==> config.mk <==
export PLATFORM = sky130hd
export DESIGN_NAME = long_exec_top
export DESIGN_NICKNAME = d
export VERILOG_FILES = /design/src/hw/lx_pkg.sv /design/src/hw/commit_arbiter.sv /design/src/hw/div_unit.sv /design/src/hw/long_exec_top.sv /design/src/hw/long_scoreboard.sv /design/src/hw/mul_unit.sv
export SDC_FILE = /design/constraint.sdc
export NUM_CORES = 2
export LEC_CHECK = 0
export BUFFER_PORTS_ARGS = -buffer_cell sky130_fd_sc_hd__buf_2
export CAP_MARGIN = 10
export CORE_ASPECT_RATIO = 2
export CORE_UTILIZATION = 55
export CTS_CLUSTER_DIAMETER = 200
export DETAILED_ROUTE_END_ITERATION = 12
export GPL_TIMING_DRIVEN = 0
export HOLD_SLACK_MARGIN = 0.08
export PLACE_DENSITY = 0.81
export SYNTH_ARGS = -nofsm -noshare
export SYNTH_HDL_FRONTEND = slang
export SYNTH_HIERARCHICAL = 1
export SYNTH_SLANG_ARGS = --single-unit
==> constraint.sdc <==
create_clock -name clk -period 11.6 [get_ports clk]
set_input_delay 2.32 -clock clk [delete_from_list [all_inputs] [get_ports clk]]
set_output_delay 2.32 -clock clk [all_outputs]
set_load 0.05 [all_outputs]
==> src/hw/lx_pkg.sv <==
package lx_pkg;

    // architectural register index, x0 is hardwired zero
    typedef logic [4:0] reg_addr_t;

    // long op code
    // bit 2 set marks the divide class (div, divu, rem, remu)
    // for divides bit 1 picks the remainder, bit 0 marks unsigned
    // for multiplies bit 0 picks the high word
    typedef logic [2:0] long_op_t;

    // multiply class
    localparam long_op_t OP_MUL   = 3'b000;  // low word of product
    localparam long_op_t OP_MULHU = 3'b001;  // high word, both unsigned

    // divide class
    localparam long_op_t OP_DIV   = 3'b100;  // signed quotient
    localparam long_op_t OP_DIVU  = 3'b101;  // unsigned quotient
    localparam long_op_t OP_REM   = 3'b110;  // signed remainder
    localparam long_op_t OP_REMU  = 3'b111;  // unsigned remainder

    // codes 010 and 011 are free
    // mulh and mulhsu would go there if the core ever needs them

endpackage

==> src/hw/commit_arbiter.sv <==
module commit_arbiter #(
    parameter int XLEN     = 32,
    parameter int ID_WIDTH = 2
) (
    input  logic                clk,
    input  logic                rst_n,

    // multiply result, pulse, cannot wait
    input  logic                mul_valid_i,
    input  logic [ID_WIDTH-1:0] mul_id_i,
    input  logic [XLEN-1:0]     mul_res_i,

    // divide result, level, waits for ack
    input  logic                div_done_i,
    input  logic [ID_WIDTH-1:0] div_id_i,
    input  logic [XLEN-1:0]     div_res_i,

    input  lx_pkg::reg_addr_t   commit_rd_i,  // looked up by the scoreboard

    output logic                div_ack_o,
    output logic                commit_valid_o,
    output logic [ID_WIDTH-1:0] commit_id_o,
    output logic                wb_valid_o,
    output lx_pkg::reg_addr_t   wb_rd_o,
    output logic [XLEN-1:0]     wb_data_o
);

    logic              wb_valid_q;
    lx_pkg::reg_addr_t wb_rd_q;
    logic [XLEN-1:0]   wb_data_q;

    // fixed priority, the multiplier has no stall path
    assign commit_valid_o = mul_valid_i || div_done_i;
    assign commit_id_o    = mul_valid_i ? mul_id_i : div_id_i;
    assign div_ack_o      = div_done_i && !mul_valid_i;  // divide waits a cycle

    always_ff @(posedge clk or negedge rst_n) begin
        if (!rst_n) begin
            wb_valid_q <= 1'b0;
        end else begin
            wb_valid_q <= commit_valid_o;
        end
    end

    // winner data plus its dest register
    always_ff @(posedge clk) begin
        wb_rd_q   <= commit_rd_i;
        wb_data_q <= mul_valid_i ? mul_res_i : div_res_i;
    end

    assign wb_valid_o = wb_valid_q;
    assign wb_rd_o    = wb_rd_q;
    assign wb_data_o  = wb_data_q;

endmodule

==> src/hw/div_unit.sv <==
module div_unit #(
    parameter int XLEN     = 32,
    parameter int ID_WIDTH = 2
) (
    input  logic                clk,
    input  logic                rst_n,
    input  logic                start_i,    // dispatch strobe, any op
    input  lx_pkg::long_op_t    op_i,
    input  logic [XLEN-1:0]     a_i,        // dividend
    input  logic [XLEN-1:0]     b_i,        // divisor
    input  logic [ID_WIDTH-1:0] id_i,
    input  logic                div_ack_i,  // arbiter took the result
    output logic                div_busy_o,
    output logic                div_done_o, // level until ack
    output logic [ID_WIDTH-1:0] div_id_o,
    output logic [XLEN-1:0]     div_res_o
);

    localparam int CNT_W = $clog2(XLEN);

    typedef logic [XLEN-1:0]     word_t;
    typedef logic [ID_WIDTH-1:0] id_t;

    typedef enum logic [1:0] {
        S_IDLE,
        S_RUN,     // one shift-subtract per cycle
        S_FIXUP,   // sign restore and corner cases
        S_DONE     // hold result for the arbiter
    } state_t;

    state_t           state_q;
    logic [CNT_W-1:0] cnt_q;
    logic             take;
    logic             a_neg, b_neg;
    word_t            a_q, quot_q, rem_q, dvs_q, res_q;
    id_t              id_q;
    logic             neg_quot, neg_rem, is_rem, by_zero;
    logic [XLEN:0]    rem_sh;
    logic [XLEN:0]    diff;
    word_t            quot_fix, rem_fix;

    assign take  = start_i && op_i[2];             // divide class only
    assign a_neg = !op_i[0] && a_i[XLEN-1];        // signed ops look at sign bits
    assign b_neg = !op_i[0] && b_i[XLEN-1];

    // restoring step, borrow in top bit
    assign rem_sh = {rem_q, quot_q[XLEN-1]};
    assign diff   = rem_sh - {1'b0, dvs_q};

    // signed overflow needs no special path
    // |min| / 1 gives min with a positive sign, remainder 0
    assign quot_fix = neg_quot ? -quot_q : quot_q;
    assign rem_fix  = neg_rem ? -rem_q : rem_q;

    always_ff @(posedge clk or negedge rst_n) begin
        if (!rst_n) begin
            state_q <= S_IDLE;
            cnt_q   <= '0;
        end else begin
            case (state_q)
                S_IDLE: begin
                    if (take) begin
                        state_q <= S_RUN;
                        cnt_q   <= '0;
                    end
                end
                S_RUN: begin
                    cnt_q <= cnt_q + 1'b1;
                    if (cnt_q == CNT_W'(XLEN - 1)) begin
                        state_q <= S_FIXUP;
                    end
                end
                S_FIXUP: state_q <= S_DONE;
                S_DONE: begin
                    if (div_ack_i) begin
                        state_q <= S_IDLE;
                    end
                end
                default: state_q <= S_IDLE;
            endcase
        end
    end

    always_ff @(posedge clk) begin
        case (state_q)
            S_IDLE: begin
                if (take) begin
                    a_q      <= a_i;                  // kept for rem by zero
                    quot_q   <= a_neg ? -a_i : a_i;   // dividend magnitude
                    dvs_q    <= b_neg ? -b_i : b_i;
                    rem_q    <= '0;
                    neg_quot <= a_neg ^ b_neg;
                    neg_rem  <= a_neg;                // remainder follows dividend
                    is_rem   <= op_i[1];
                    by_zero  <= (b_i == '0);
                    id_q     <= id_i;
                end
            end
            S_RUN: begin
                if (!diff[XLEN]) begin
                    rem_q  <= diff[XLEN-1:0];
                    quot_q <= {quot_q[XLEN-2:0], 1'b1};
                end else begin
                    rem_q  <= rem_sh[XLEN-1:0];
                    quot_q <= {quot_q[XLEN-2:0], 1'b0};
                end
            end
            S_FIXUP: begin
                if (by_zero) begin
                    res_q <= is_rem ? a_q : '1;  // riscv divide by zero
                end else begin
                    res_q <= is_rem ? rem_fix : quot_fix;
                end
            end
            default: ;
        endcase
    end

    assign div_busy_o = (state_q != S_IDLE);  // waiting result keeps it busy
    assign div_done_o = (state_q == S_DONE);
    assign div_id_o   = id_q;
    assign div_res_o  = res_q;

endmodule

==> src/hw/long_exec_top.sv <==
module long_exec_top #(
    parameter int XLEN     = 32,
    parameter int ID_WIDTH = 2   // table holds 2**ID_WIDTH ops
) (
    input  logic              clk,
    input  logic              rst_n,

    // issue stage
    input  logic              issue_valid_i,
    input  lx_pkg::long_op_t  issue_op_i,
    input  lx_pkg::reg_addr_t issue_rs1_i,
    input  lx_pkg::reg_addr_t issue_rs2_i,
    input  lx_pkg::reg_addr_t issue_rd_i,
    input  logic              issue_rd_we_i,
    input  logic [XLEN-1:0]   issue_a_i,
    input  logic [XLEN-1:0]   issue_b_i,
    input  logic              pipe_stall_i,

    output logic              hazard_stall_o,
    output logic              atom_lock_o,

    // writeback port
    output logic              wb_valid_o,
    output lx_pkg::reg_addr_t wb_rd_o,
    output logic [XLEN-1:0]   wb_data_o
);

    logic                dispatch;
    logic [ID_WIDTH-1:0] alloc_id;
    logic                div_busy;
    logic                mul_valid;
    logic [ID_WIDTH-1:0] mul_id;
    logic [XLEN-1:0]     mul_res;
    logic                div_done;
    logic [ID_WIDTH-1:0] div_id;
    logic [XLEN-1:0]     div_res;
    logic                div_ack;
    logic                commit_valid;
    logic [ID_WIDTH-1:0] commit_id;
    lx_pkg::reg_addr_t   commit_rd;

    long_scoreboard #(.ID_WIDTH(ID_WIDTH)) u_sb (
        .clk(clk), .rst_n(rst_n),
        .issue_valid_i(issue_valid_i), .issue_op_i(issue_op_i),
        .issue_rs1_i(issue_rs1_i), .issue_rs2_i(issue_rs2_i),
        .issue_rd_i(issue_rd_i), .issue_rd_we_i(issue_rd_we_i),
        .pipe_stall_i(pipe_stall_i), .div_busy_i(div_busy),
        .commit_valid_i(commit_valid), .commit_id_i(commit_id),
        .hazard_stall_o(hazard_stall_o), .dispatch_o(dispatch),
        .alloc_id_o(alloc_id), .commit_rd_o(commit_rd),
        .atom_lock_o(atom_lock_o)
    );

    // units filter the op class themselves
    mul_unit #(.XLEN(XLEN), .ID_WIDTH(ID_WIDTH)) u_mul (
        .clk(clk), .rst_n(rst_n),
        .start_i(dispatch), .op_i(issue_op_i),
        .a_i(issue_a_i), .b_i(issue_b_i), .id_i(alloc_id),
        .mul_valid_o(mul_valid), .mul_id_o(mul_id), .mul_res_o(mul_res)
    );

    div_unit #(.XLEN(XLEN), .ID_WIDTH(ID_WIDTH)) u_div (
        .clk(clk), .rst_n(rst_n),
        .start_i(dispatch), .op_i(issue_op_i),
        .a_i(issue_a_i), .b_i(issue_b_i), .id_i(alloc_id),
        .div_ack_i(div_ack), .div_busy_o(div_busy),
        .div_done_o(div_done), .div_id_o(div_id), .div_res_o(div_res)
    );

    commit_arbiter #(.XLEN(XLEN), .ID_WIDTH(ID_WIDTH)) u_arb (
        .clk(clk), .rst_n(rst_n),
        .mul_valid_i(mul_valid), .mul_id_i(mul_id), .mul_res_i(mul_res),
        .div_done_i(div_done), .div_id_i(div_id), .div_res_i(div_res),
        .commit_rd_i(commit_rd), .div_ack_o(div_ack),
        .commit_valid_o(commit_valid), .commit_id_o(commit_id),
        .wb_valid_o(wb_valid_o), .wb_rd_o(wb_rd_o), .wb_data_o(wb_data_o)
    );

endmodule

==> src/hw/long_scoreboard.sv <==
module long_scoreboard #(
    parameter int ID_WIDTH = 2
) (
    input  logic                clk,
    input  logic                rst_n,

    // issue side
    input  logic                issue_valid_i,
    input  lx_pkg::long_op_t    issue_op_i,
    input  lx_pkg::reg_addr_t   issue_rs1_i,
    input  lx_pkg::reg_addr_t   issue_rs2_i,
    input  lx_pkg::reg_addr_t   issue_rd_i,
    input  logic                issue_rd_we_i,
    input  logic                pipe_stall_i,   // stall from the rest of the core
    input  logic                div_busy_i,     // divider holds a divide

    // commit from arbiter
    input  logic                commit_valid_i,
    input  logic [ID_WIDTH-1:0] commit_id_i,

    output logic                hazard_stall_o,
    output logic                dispatch_o,     // one cycle per accepted op
    output logic [ID_WIDTH-1:0] alloc_id_o,
    output lx_pkg::reg_addr_t   commit_rd_o,    // dest of the leaving entry
    output logic                atom_lock_o     // any long op outstanding
);

    localparam int ENTRIES = 1 << ID_WIDTH;

    typedef logic [ID_WIDTH-1:0] id_t;

    // outstanding-entry table
    logic [ENTRIES-1:0] valid_q;
    lx_pkg::reg_addr_t  rd_q [ENTRIES];

    logic [ENTRIES-1:0] live;        // valid and not committing now
    logic               rs1_chk;
    logic               rs2_chk;
    logic               rd_chk;
    logic               raw_hit;
    logic               waw_hit;
    logic               table_full;
    logic               div_block;
    id_t                free_id;

    // x0 never carries a dependency
    assign rs1_chk = (issue_rs1_i != '0);
    assign rs2_chk = (issue_rs2_i != '0);
    assign rd_chk  = (issue_rd_i != '0) && issue_rd_we_i;  // only real writes count

    always_comb begin
        raw_hit = 1'b0;
        waw_hit = 1'b0;
        for (int i = 0; i < ENTRIES; i++) begin
            // an entry that commits this cycle no longer blocks anything
            live[i] = valid_q[i] && !(commit_valid_i && (commit_id_i == id_t'(i)));
            if (live[i]) begin
                if ((rs1_chk && (issue_rs1_i == rd_q[i])) ||
                    (rs2_chk && (issue_rs2_i == rd_q[i]))) begin
                    raw_hit = 1'b1;
                end
                if (rd_chk && (issue_rd_i == rd_q[i])) begin
                    waw_hit = 1'b1;
                end
            end
        end
    end

    // lowest free slot, scan from the top so index 0 wins last
    always_comb begin
        free_id = '0;
        for (int i = ENTRIES - 1; i >= 0; i--) begin
            if (!live[i]) begin
                free_id = id_t'(i);
            end
        end
    end

    assign table_full = &live;
    assign div_block  = issue_op_i[2] && div_busy_i;  // one divide at a time

    assign hazard_stall_o = issue_valid_i &&
                            (raw_hit || waw_hit || table_full || div_block);
    assign dispatch_o     = issue_valid_i && !hazard_stall_o && !pipe_stall_i;
    assign alloc_id_o     = free_id;
    assign commit_rd_o    = rd_q[commit_id_i];
    assign atom_lock_o    = |valid_q;

    // valid bits, set after clear so a reused slot stays valid
    always_ff @(posedge clk or negedge rst_n) begin
        if (!rst_n) begin
            valid_q <= '0;
        end else begin
            if (commit_valid_i) begin
                valid_q[commit_id_i] <= 1'b0;
            end
            if (dispatch_o) begin
                valid_q[free_id] <= 1'b1;
            end
        end
    end

    // dest register per slot
    // no-write ops park x0 so they never match a waw check
    always_ff @(posedge clk) begin
        if (dispatch_o) begin
            rd_q[free_id] <= issue_rd_we_i ? issue_rd_i : '0;
        end
    end

endmodule

==> src/hw/mul_unit.sv <==
module mul_unit #(
    parameter int XLEN     = 32,  // even width assumed
    parameter int ID_WIDTH = 2
) (
    input  logic                clk,
    input  logic                rst_n,
    input  logic                start_i,    // dispatch strobe, any op
    input  lx_pkg::long_op_t    op_i,
    input  logic [XLEN-1:0]     a_i,
    input  logic [XLEN-1:0]     b_i,
    input  logic [ID_WIDTH-1:0] id_i,
    output logic                mul_valid_o,  // single-cycle pulse
    output logic [ID_WIDTH-1:0] mul_id_o,
    output logic [XLEN-1:0]     mul_res_o
);

    localparam int HALF = XLEN / 2;

    typedef logic [XLEN-1:0]      word_t;
    typedef logic [ID_WIDTH-1:0]  id_t;
    typedef logic [XLEN+HALF-1:0] part_t;   // word times half word

    logic              take;
    logic              s1_valid, s2_valid, s3_valid;
    logic              s1_hi, s2_hi;
    id_t               s1_id, s2_id, s3_id;
    word_t             s1_a, s1_b;
    part_t             s2_plo, s2_phi;
    logic [2*XLEN-1:0] prod;
    word_t             s3_res;

    assign take = start_i && !op_i[2];  // multiply class only

    // full product from the two partial rows
    assign prod = (2*XLEN)'(s2_plo) + {s2_phi, {HALF{1'b0}}};

    always_ff @(posedge clk or negedge rst_n) begin
        if (!rst_n) begin
            s1_valid <= 1'b0;
            s2_valid <= 1'b0;
            s3_valid <= 1'b0;
        end else begin
            s1_valid <= take;
            s2_valid <= s1_valid;
            s3_valid <= s2_valid;
        end
    end

    always_ff @(posedge clk) begin
        // stage 1 operand capture
        s1_a  <= a_i;
        s1_b  <= b_i;
        s1_id <= id_i;
        s1_hi <= (op_i == lx_pkg::OP_MULHU);
        // stage 2 split on b halves
        s2_plo <= s1_a * s1_b[HALF-1:0];
        s2_phi <= s1_a * s1_b[XLEN-1:HALF];
        s2_id  <= s1_id;
        s2_hi  <= s1_hi;
        // stage 3 sum and word select
        s3_res <= s2_hi ? prod[2*XLEN-1:XLEN] : prod[XLEN-1:0];
        s3_id  <= s2_id;
    end

    assign mul_valid_o = s3_valid;
    assign mul_id_o    = s3_id;
    assign mul_res_o   = s3_res;

endmodule

# [Word-level counts from Yosys, hierarchy flattened]
# Memory sizes are Yosys's and may differ from the RTL's. A register that Yosys moved wholly into a read port is not among the register bits.
# Cells that the tools add are included.
[word_totals] reg_bits=413 latch_bits=0 ramBits=20 romBits=0 out_inout_bits=40 wordCells=182 mem_count=1
[mem_list] name="u_sb.rd_q" depth=4 word_bits=5 read_ports=5 rd_ports_with_merged_regs=1 wr=1 line="long_scoreboard.sv:34" text="lx_pkg::reg_addr_t rd_q [ENTRIES];"
[classes] add_sub_neg=7 mul=2 n_div=0 magnitude_cmp=4 n_eq_ne=23 n_shift=0 mux=51 bitwise_logic=4 n_reduce_logical=62
[ops] operator="32-bit two-way mux" n=12
[ops] operator="32-bit negator" n=4
[ops] operator="32-bit one-hot mux with 2 select lines" n=2
[ops] operator="32-bit by 16-bit multiplier with 48-bit output" n=2
[ops] operator="48-bit by 64-bit adder with 64-bit output" n=1
[ops] operator="5-bit == test" n=12
[ops] operator="33-bit by 32-bit subtractor with 33-bit output" n=1
[ops] operator="1-bit logical AND" n=32
[ops] operator="32-bit logical NOT" n=1
[ops] operator="1-bit two-way mux" n=21
[ops] operator="2-bit two-way mux" n=8
[ops] operator="5-bit nonzero test" n=3
[ops] operator="5-bit two-way mux" n=2
[ops] operator="5-bit one-hot mux with 2 select lines" n=1
[ops] operator="1-bit logical NOT" n=9
[ops] operator="2-bit == test (second input constant)" n=4
[ops] operator="1-bit logical OR" n=8
[ops] operator="4-bit two-way mux" n=2
[ops] operator="2-bit one-hot mux with 4 select lines" n=1
[ops] operator="2-bit by 3-bit < comparator with 1-bit output (second input constant)" n=2
[ops] operator="5-bit by 1-bit adder with 5-bit output (second input constant)" n=1
[ops] operator="5-bit == test (second input constant)" n=1
[ops] operator="4-bit AND" n=1
[ops] operator="1-bit demux with 2-bit select" n=2
[ops] operator="14 further kinds" n=20

# [Logic depth before layout (Yosys ltp)]
[logic_depth] depth_word=22 mapped_depth=25 depth_no_buf=23

# [By module]
# The synthesis kept the hierarchy.
[modules_own_cells] mod="mul_unit" instances=1 cells_per_inst=4331 area_each_um2=38806.0 seq_area_each_um2=4078.9
[modules_own_cells] mod="div_unit" instances=1 cells_per_inst=1156 area_each_um2=11239.5 seq_area_each_um2=5159.9
[modules_own_cells] mod="long_scoreboard" instances=1 cells_per_inst=180 area_each_um2=1998.2 seq_area_each_um2=700.7
[modules_own_cells] mod="commit_arbiter" instances=1 cells_per_inst=78 area_each_um2=1337.5 seq_area_each_um2=765.7

# [Worst setup path after synthesis]
# No wires, ideal clock.
[synth_timing] path_kind="input port to flip-flop" from="in issue_rs1_i[1]" to="reg u_div.a_q[0], enable pin" t_arrival_ps=6710 setup_slack_ps=4390 cell_stages=9 path_buffers=1 path_cell_list="buf_2 or4_4 nor2_4 or4_1 a21oi_2 nand4bb_4 nor2_1 nand2_1 nor2_1"
[synth_via] elab_chain_len=20 elab_cells_between_ends=30 cone_classes="eq/ne: 4; mux: 8; reduce/logical: 18"
[synth_lines] item="start: declaration" line="long_exec_top.sv:11" text="input lx_pkg::reg_addr_t issue_rs1_i,"
[synth_lines] item="5-bit == test or 5-bit nonzero test (tied branches)" line="long_scoreboard.sv:58, long_scoreboard.sv:47"
[synth_lines] item="1-bit logical AND" line="long_scoreboard.sv:58" text="if ((rs1_chk && (issue_rs1_i == rd_q[i])) ||"
[synth_lines] item="1-bit logical OR" line="long_scoreboard.sv:58"
[synth_lines] item="1-bit two-way mux" line="long_scoreboard.sv:58"
[synth_lines] item="1-bit two-way mux" line="long_scoreboard.sv:57" text="if (live[i]) begin"
[synth_lines] item="1-bit two-way mux" line="long_scoreboard.sv:58"
[synth_lines] item="1-bit two-way mux" line="long_scoreboard.sv:57"
[synth_lines] item="1-bit two-way mux" line="long_scoreboard.sv:58"
[synth_lines] item="(+2 left out)"
[synth_lines] item="1-bit two-way mux *" line="long_scoreboard.sv:57"
[synth_lines] item="1-bit logical OR * (3 in a row)" line="long_scoreboard.sv:83" text="(raw_hit || waw_hit || table_full || div_block);"
[synth_lines] item="1-bit logical AND *" line="long_scoreboard.sv:82" text="assign hazard_stall_o = issue_valid_i &&"
[synth_lines] item="1-bit logical NOT *" line="long_scoreboard.sv:84" text="assign dispatch_o = issue_valid_i && !hazard_stall_o && !pipe_stall_i;"
[synth_lines] item="1-bit logical AND * (2 in a row)" line="long_scoreboard.sv:84"
[synth_lines] item="named net dispatch" line="long_exec_top.sv:28" text="logic dispatch;"
[synth_lines] item="1-bit logical AND *" line="div_unit.sv:42" text="assign take = start_i && op_i[2];"
[synth_lines] item="2-bit AND reduction (no line) *"
[synth_lines] item="end signal: assignment" line="div_unit.sv:88" text="a_q <= a_i;"
[synth_lines] item="end: declaration" line="div_unit.sv:35" text="word_t a_q, quot_q, rem_q, dvs_q, res_q;"
# The timed path passes the listed nets; every way through them passes the cells marked *.
# A chain may end at the register's enable or synchronous reset.

# [Final worst setup path]
[layout_timing] from="reg u_mul.s1_a[7]" to="reg u_mul.s2_plo[42]"
[layout_via] elab_chain_len=1
[layout_lines] item="start: declaration" line="mul_unit.sv:27" text="word_t s1_a, s1_b;"
[layout_lines] item="start signal: assignment" line="mul_unit.sv:51" text="s1_a <= a_i;"
[layout_lines] item="32-bit by 16-bit multiplier with 48-bit output" line="mul_unit.sv:56" text="s2_plo <= s1_a * s1_b[HALF-1:0];"
[layout_lines] item="end signal: assignment" line="mul_unit.sv:56"
[layout_lines] item="end: declaration" line="mul_unit.sv:28" text="part_t s2_plo, s2_phi;"
# Every way passes these cells.

==> summary.md <==
| Metric | Value |
|---|---|
| Clk root buf | `clkbuf_16` |
| Area leader, netlist | `fa_1` |
| Post-CTS Setup Repair Bufs | `0` |
| Initial Utilization | `55.4%` |
| Final Hold Vio Count | `0` |
| Final setup violation count | `0` |
| RSZ-0062 raised after global routing | `false` |
| Status | `complete, no violations` |
| Netlist cell types | `98` |
| DR vias | `45718` |
| Via-to-Cell Ratio | `6.37` |
| Share of cells above drive strength 1 | `5.36%` |
| # hold bufs at CTS | `0` |
| Leading post-synthesis cells by cell area | `fa_1 31%, edfxtp_1 10%, dfxtp_1 8.9%` |
| Core Rows | `161` |
| CP delay by family, top | `adder cells` |
| Yosys reg bits | `438` |
| Skew final | `0.0522 ns` |
| CP arrival | `9.90 ns` |
| Post-synth top cells | `951 x inv_1, 846 x nand2_1, 838 x fa_1, 441 x and2_1, 314 x ha_1` |
| Design Area, Final | `57000 um2` |
| Area post-placement | `55500 um2` |
| Clock sinks | `438` |
| Max Slew Vio Count | `0` |
| Top-count cell post-synth | `inv_1` |
| Largest net degree at the start of global routing | `67` |
| Number of synthesized flops with an enable pin | `186` |
| CP Launch Type | `register` |
| Syn nets | `6984` |
| Share of the synthesized area in the top cell type | `31.4%` |
| Synth Cell Area | `53400 um2` |
| Synth Warn # | `6` |
| Min-delay worst type | `register to register` |
| Routed len/inst | `31.6 um` |
| CTS tree | `yes` |
| Total Wirelength | `227000 um` |
| CP max stage cell | `a221oi_1` |
| Area delta synth->final | `6.84%` |
| Number of fill cells in the layout | `8496` |
| Final Cycle Share | `81.1%` |
| DR pass1 iterations | `8` |
| Antenna-violating nets left | `0` |
| Die area | `98400 um2` |
| Asr flop ratio synth | `3.42%` |
| Post-synth top flop | `dfxtp_1` |
| Crit path required time | `12.09 ns` |
| CTS Buf Count | `41` |
| Sequential cell area fraction in the yosys report | `20.1%` |
| Resized cells post-CTS | `0` |
| Headroom to the max-slew limit | `6.37%` |
| Worst path cell trace | `clkbuf_1 -> nand2_1 -> fa_1 -> inv_1 -> fa_1 -> inv_1 -> fa_1 -> inv_1 -> fa_1 -> fa_1 -> inv_1 -> fa_1 -> inv_1 -> ha_1 -> a21oi_1 -> o211ai_1 -> a221oi_1 -> a211oi_1 -> o2111ai_1 -> nand2b_1 -> a21oi_1 -> o31ai_1 -> xor2_1` |
| Gr ovfl total | `0` |
| Gate Count Post-Synth | `5745` |
| Dpl ws | `2.82 ns` |
| Worst path max stage delay | `1.16 ns` |
| Iter 0 DRT Violations | `4923` |
| Die Y | `443 um` |
| CP max FO | `10` |
| Minimum clock period | `9.41 ns` |
| Bufs and invs on worst path | `6` |
| Critical Path Most Common Cell | `fa_1` |
| Setup TNS | `0 ns` |
| Crit end category | `register` |
| Io pins | `127` |
| Post-DP HPWL | `180000 um` |
| Max Root-Sink Buffers | `3` |
| Final nets | `7143` |
| Vias in the first global route | `47067` |
| Avg Cell Area, Syn | `9.29 um2` |
| GPL Wtd Cong | `1.07` |
| First-pass GRT wire length | `330000 um` |
| Slack of the critical path | `2.19 ns` |
| Slew @ Worst Pin | `1.40 ns` |
| All-Layer GR Usage | `47.9%` |
| Die width | `222 um` |
| Max_cap viols | `0` |
| Setup Crit Path Kind | `register to register` |
| DRC violations left | `0` |
| CORE AREA | `96300 um2` |
| CTS H-tree lvls | `2` |
| # port buffers | `111` |
| Initial antenna violation count | `24` |
| WHS | `0.313 ns` |
| Reg clk slew, reported paths | `0.08 ns` |
| Clock latency on the worst-skew pair | `0.65 ns` |
| Fmax | `106 MHz` |
-- area by class of cell --
cell class,count,area [um2],share of cell area [%]
antenna,20,50.0,0.0878
buffer,308,1260,2.22
clock buffer,51,1160,2.03
clock inverter,25,278,0.487
inverter,952,3580,6.27
multi-input combinational,4047,37800,66.4
sequential,438,10700,18.8
tap,1222,1530,2.68
timing repair buffer,116,631,1.11
-- final timing paths --
check                                  startpoint                    endpoint  slack, ns  cells after the start
max                         u_mul/s1_a[7]$_DFF_P_    u_mul/s2_plo[42]$_DFF_P_       2.19                     23
min                        u_mul/s2_id[1]$_DFF_P_   u_mul/mul_id_o[1]$_DFF_P_       0.31                      0
max reg2reg                 u_mul/s1_a[7]$_DFF_P_    u_mul/s2_plo[42]$_DFF_P_       2.19                     23
min reg2reg                u_mul/s2_id[1]$_DFF_P_   u_mul/mul_id_o[1]$_DFF_P_       0.31                      0
max in group asynchronous                   rst_n   u_sb/valid_q[1]$_DFF_PN0_       9.68                      1
min in group asynchronous                   rst_n  u_arb/wb_valid_o$_DFF_PN0_       1.60                      1
-- state kept, by name, indices dropped and copies added, names as in the netlist, 20 cells and up --
signal	cells
u_mul/s2_phi	48
u_mul/s2_plo	48
u_arb/wb_data_o	32
u_div/a_q	32
u_div/div_res_o	32
u_div/dvs_q	32
u_div/quot_q	32
u_div/rem_q	32
u_mul/mul_res_o	32
u_mul/s1_a	32
u_mul/s1_b	32
u_sb/rd_q	20
-- routing by layer --
layer | global-route usage, % | vias up | share of wire [%]
li1 | - | 18440 | -
met1 | 43.3 | 22574 | 27
met2 | 77.0 | 3165 | 47
met3 | 17.5 | 1525 | 9.9
met4 | 55.6 | 14 | 15
met5 | 0.695 | - | 0.052
-- kinds of logic (layout without fill, tap and decap cells) --
group	count (synthesis)	count (layout)	share of synthesized area, %
XOR/XNOR	323	323	5.30
AND/OR/NAND/NOR	1725	1725	15.7
other	0	20	0
multiplexers	75	75	1.83
flip-flops	438	438	20.1
adder cells (fa/ha/maj)	1152	1152	38.8
buffers and inverters	1260	1452	9.06
AO/OA/AOI/OAI	772	772	9.29
-- stage by stage --
| stage | utilization (%) | instances |
|---|---|---|
| floorplan | - | 5745 |
| global placement | 57.6 | 7078 |
| detailed placement | 57.7 | 7082 |
| CTS | 59.2 | 7158 |
| global route | 59.2 | 7166 |
| finish | 59.2 | 7179 |
-- cell usage in the layout (no fill, tap or decap), drive strengths merged, types with 10 or more instances in the layout --
cell    Yosys  routed
o21ai     185     185
clkinv      1      10
diode       0      20
or3        25      25
and3       20      20
fa        838     838
ha        314     314
and2      441     441
nor3       46      46
nor4       21      21
o31ai      31      31
nand3      50      50
a21o       75      75
a211oi     29      29
nand2b     24      24
nor2b      17      17
nor2      140     140
or4        27      27
xnor2     189     189
o211ai     25      25
nand4      33      33
mux2i      25      25
clkbuf    274     325
edfxtp    186     186
a21oi     238     238
o41ai      20      20
a22oi      28      28
inv       951     964
dfrtp      15      15
a21boi     11      11
xor2      134     134
nand2     847     847
o21bai     28      28
a31oi      21      21
dfxtp     237     237
mux2       45      45
o21a       23      23
buf        34     150
Power is left out: the tool's default activity adds up to more than one toggle a clock period on the data nets, which glitch-free logic cannot reach.
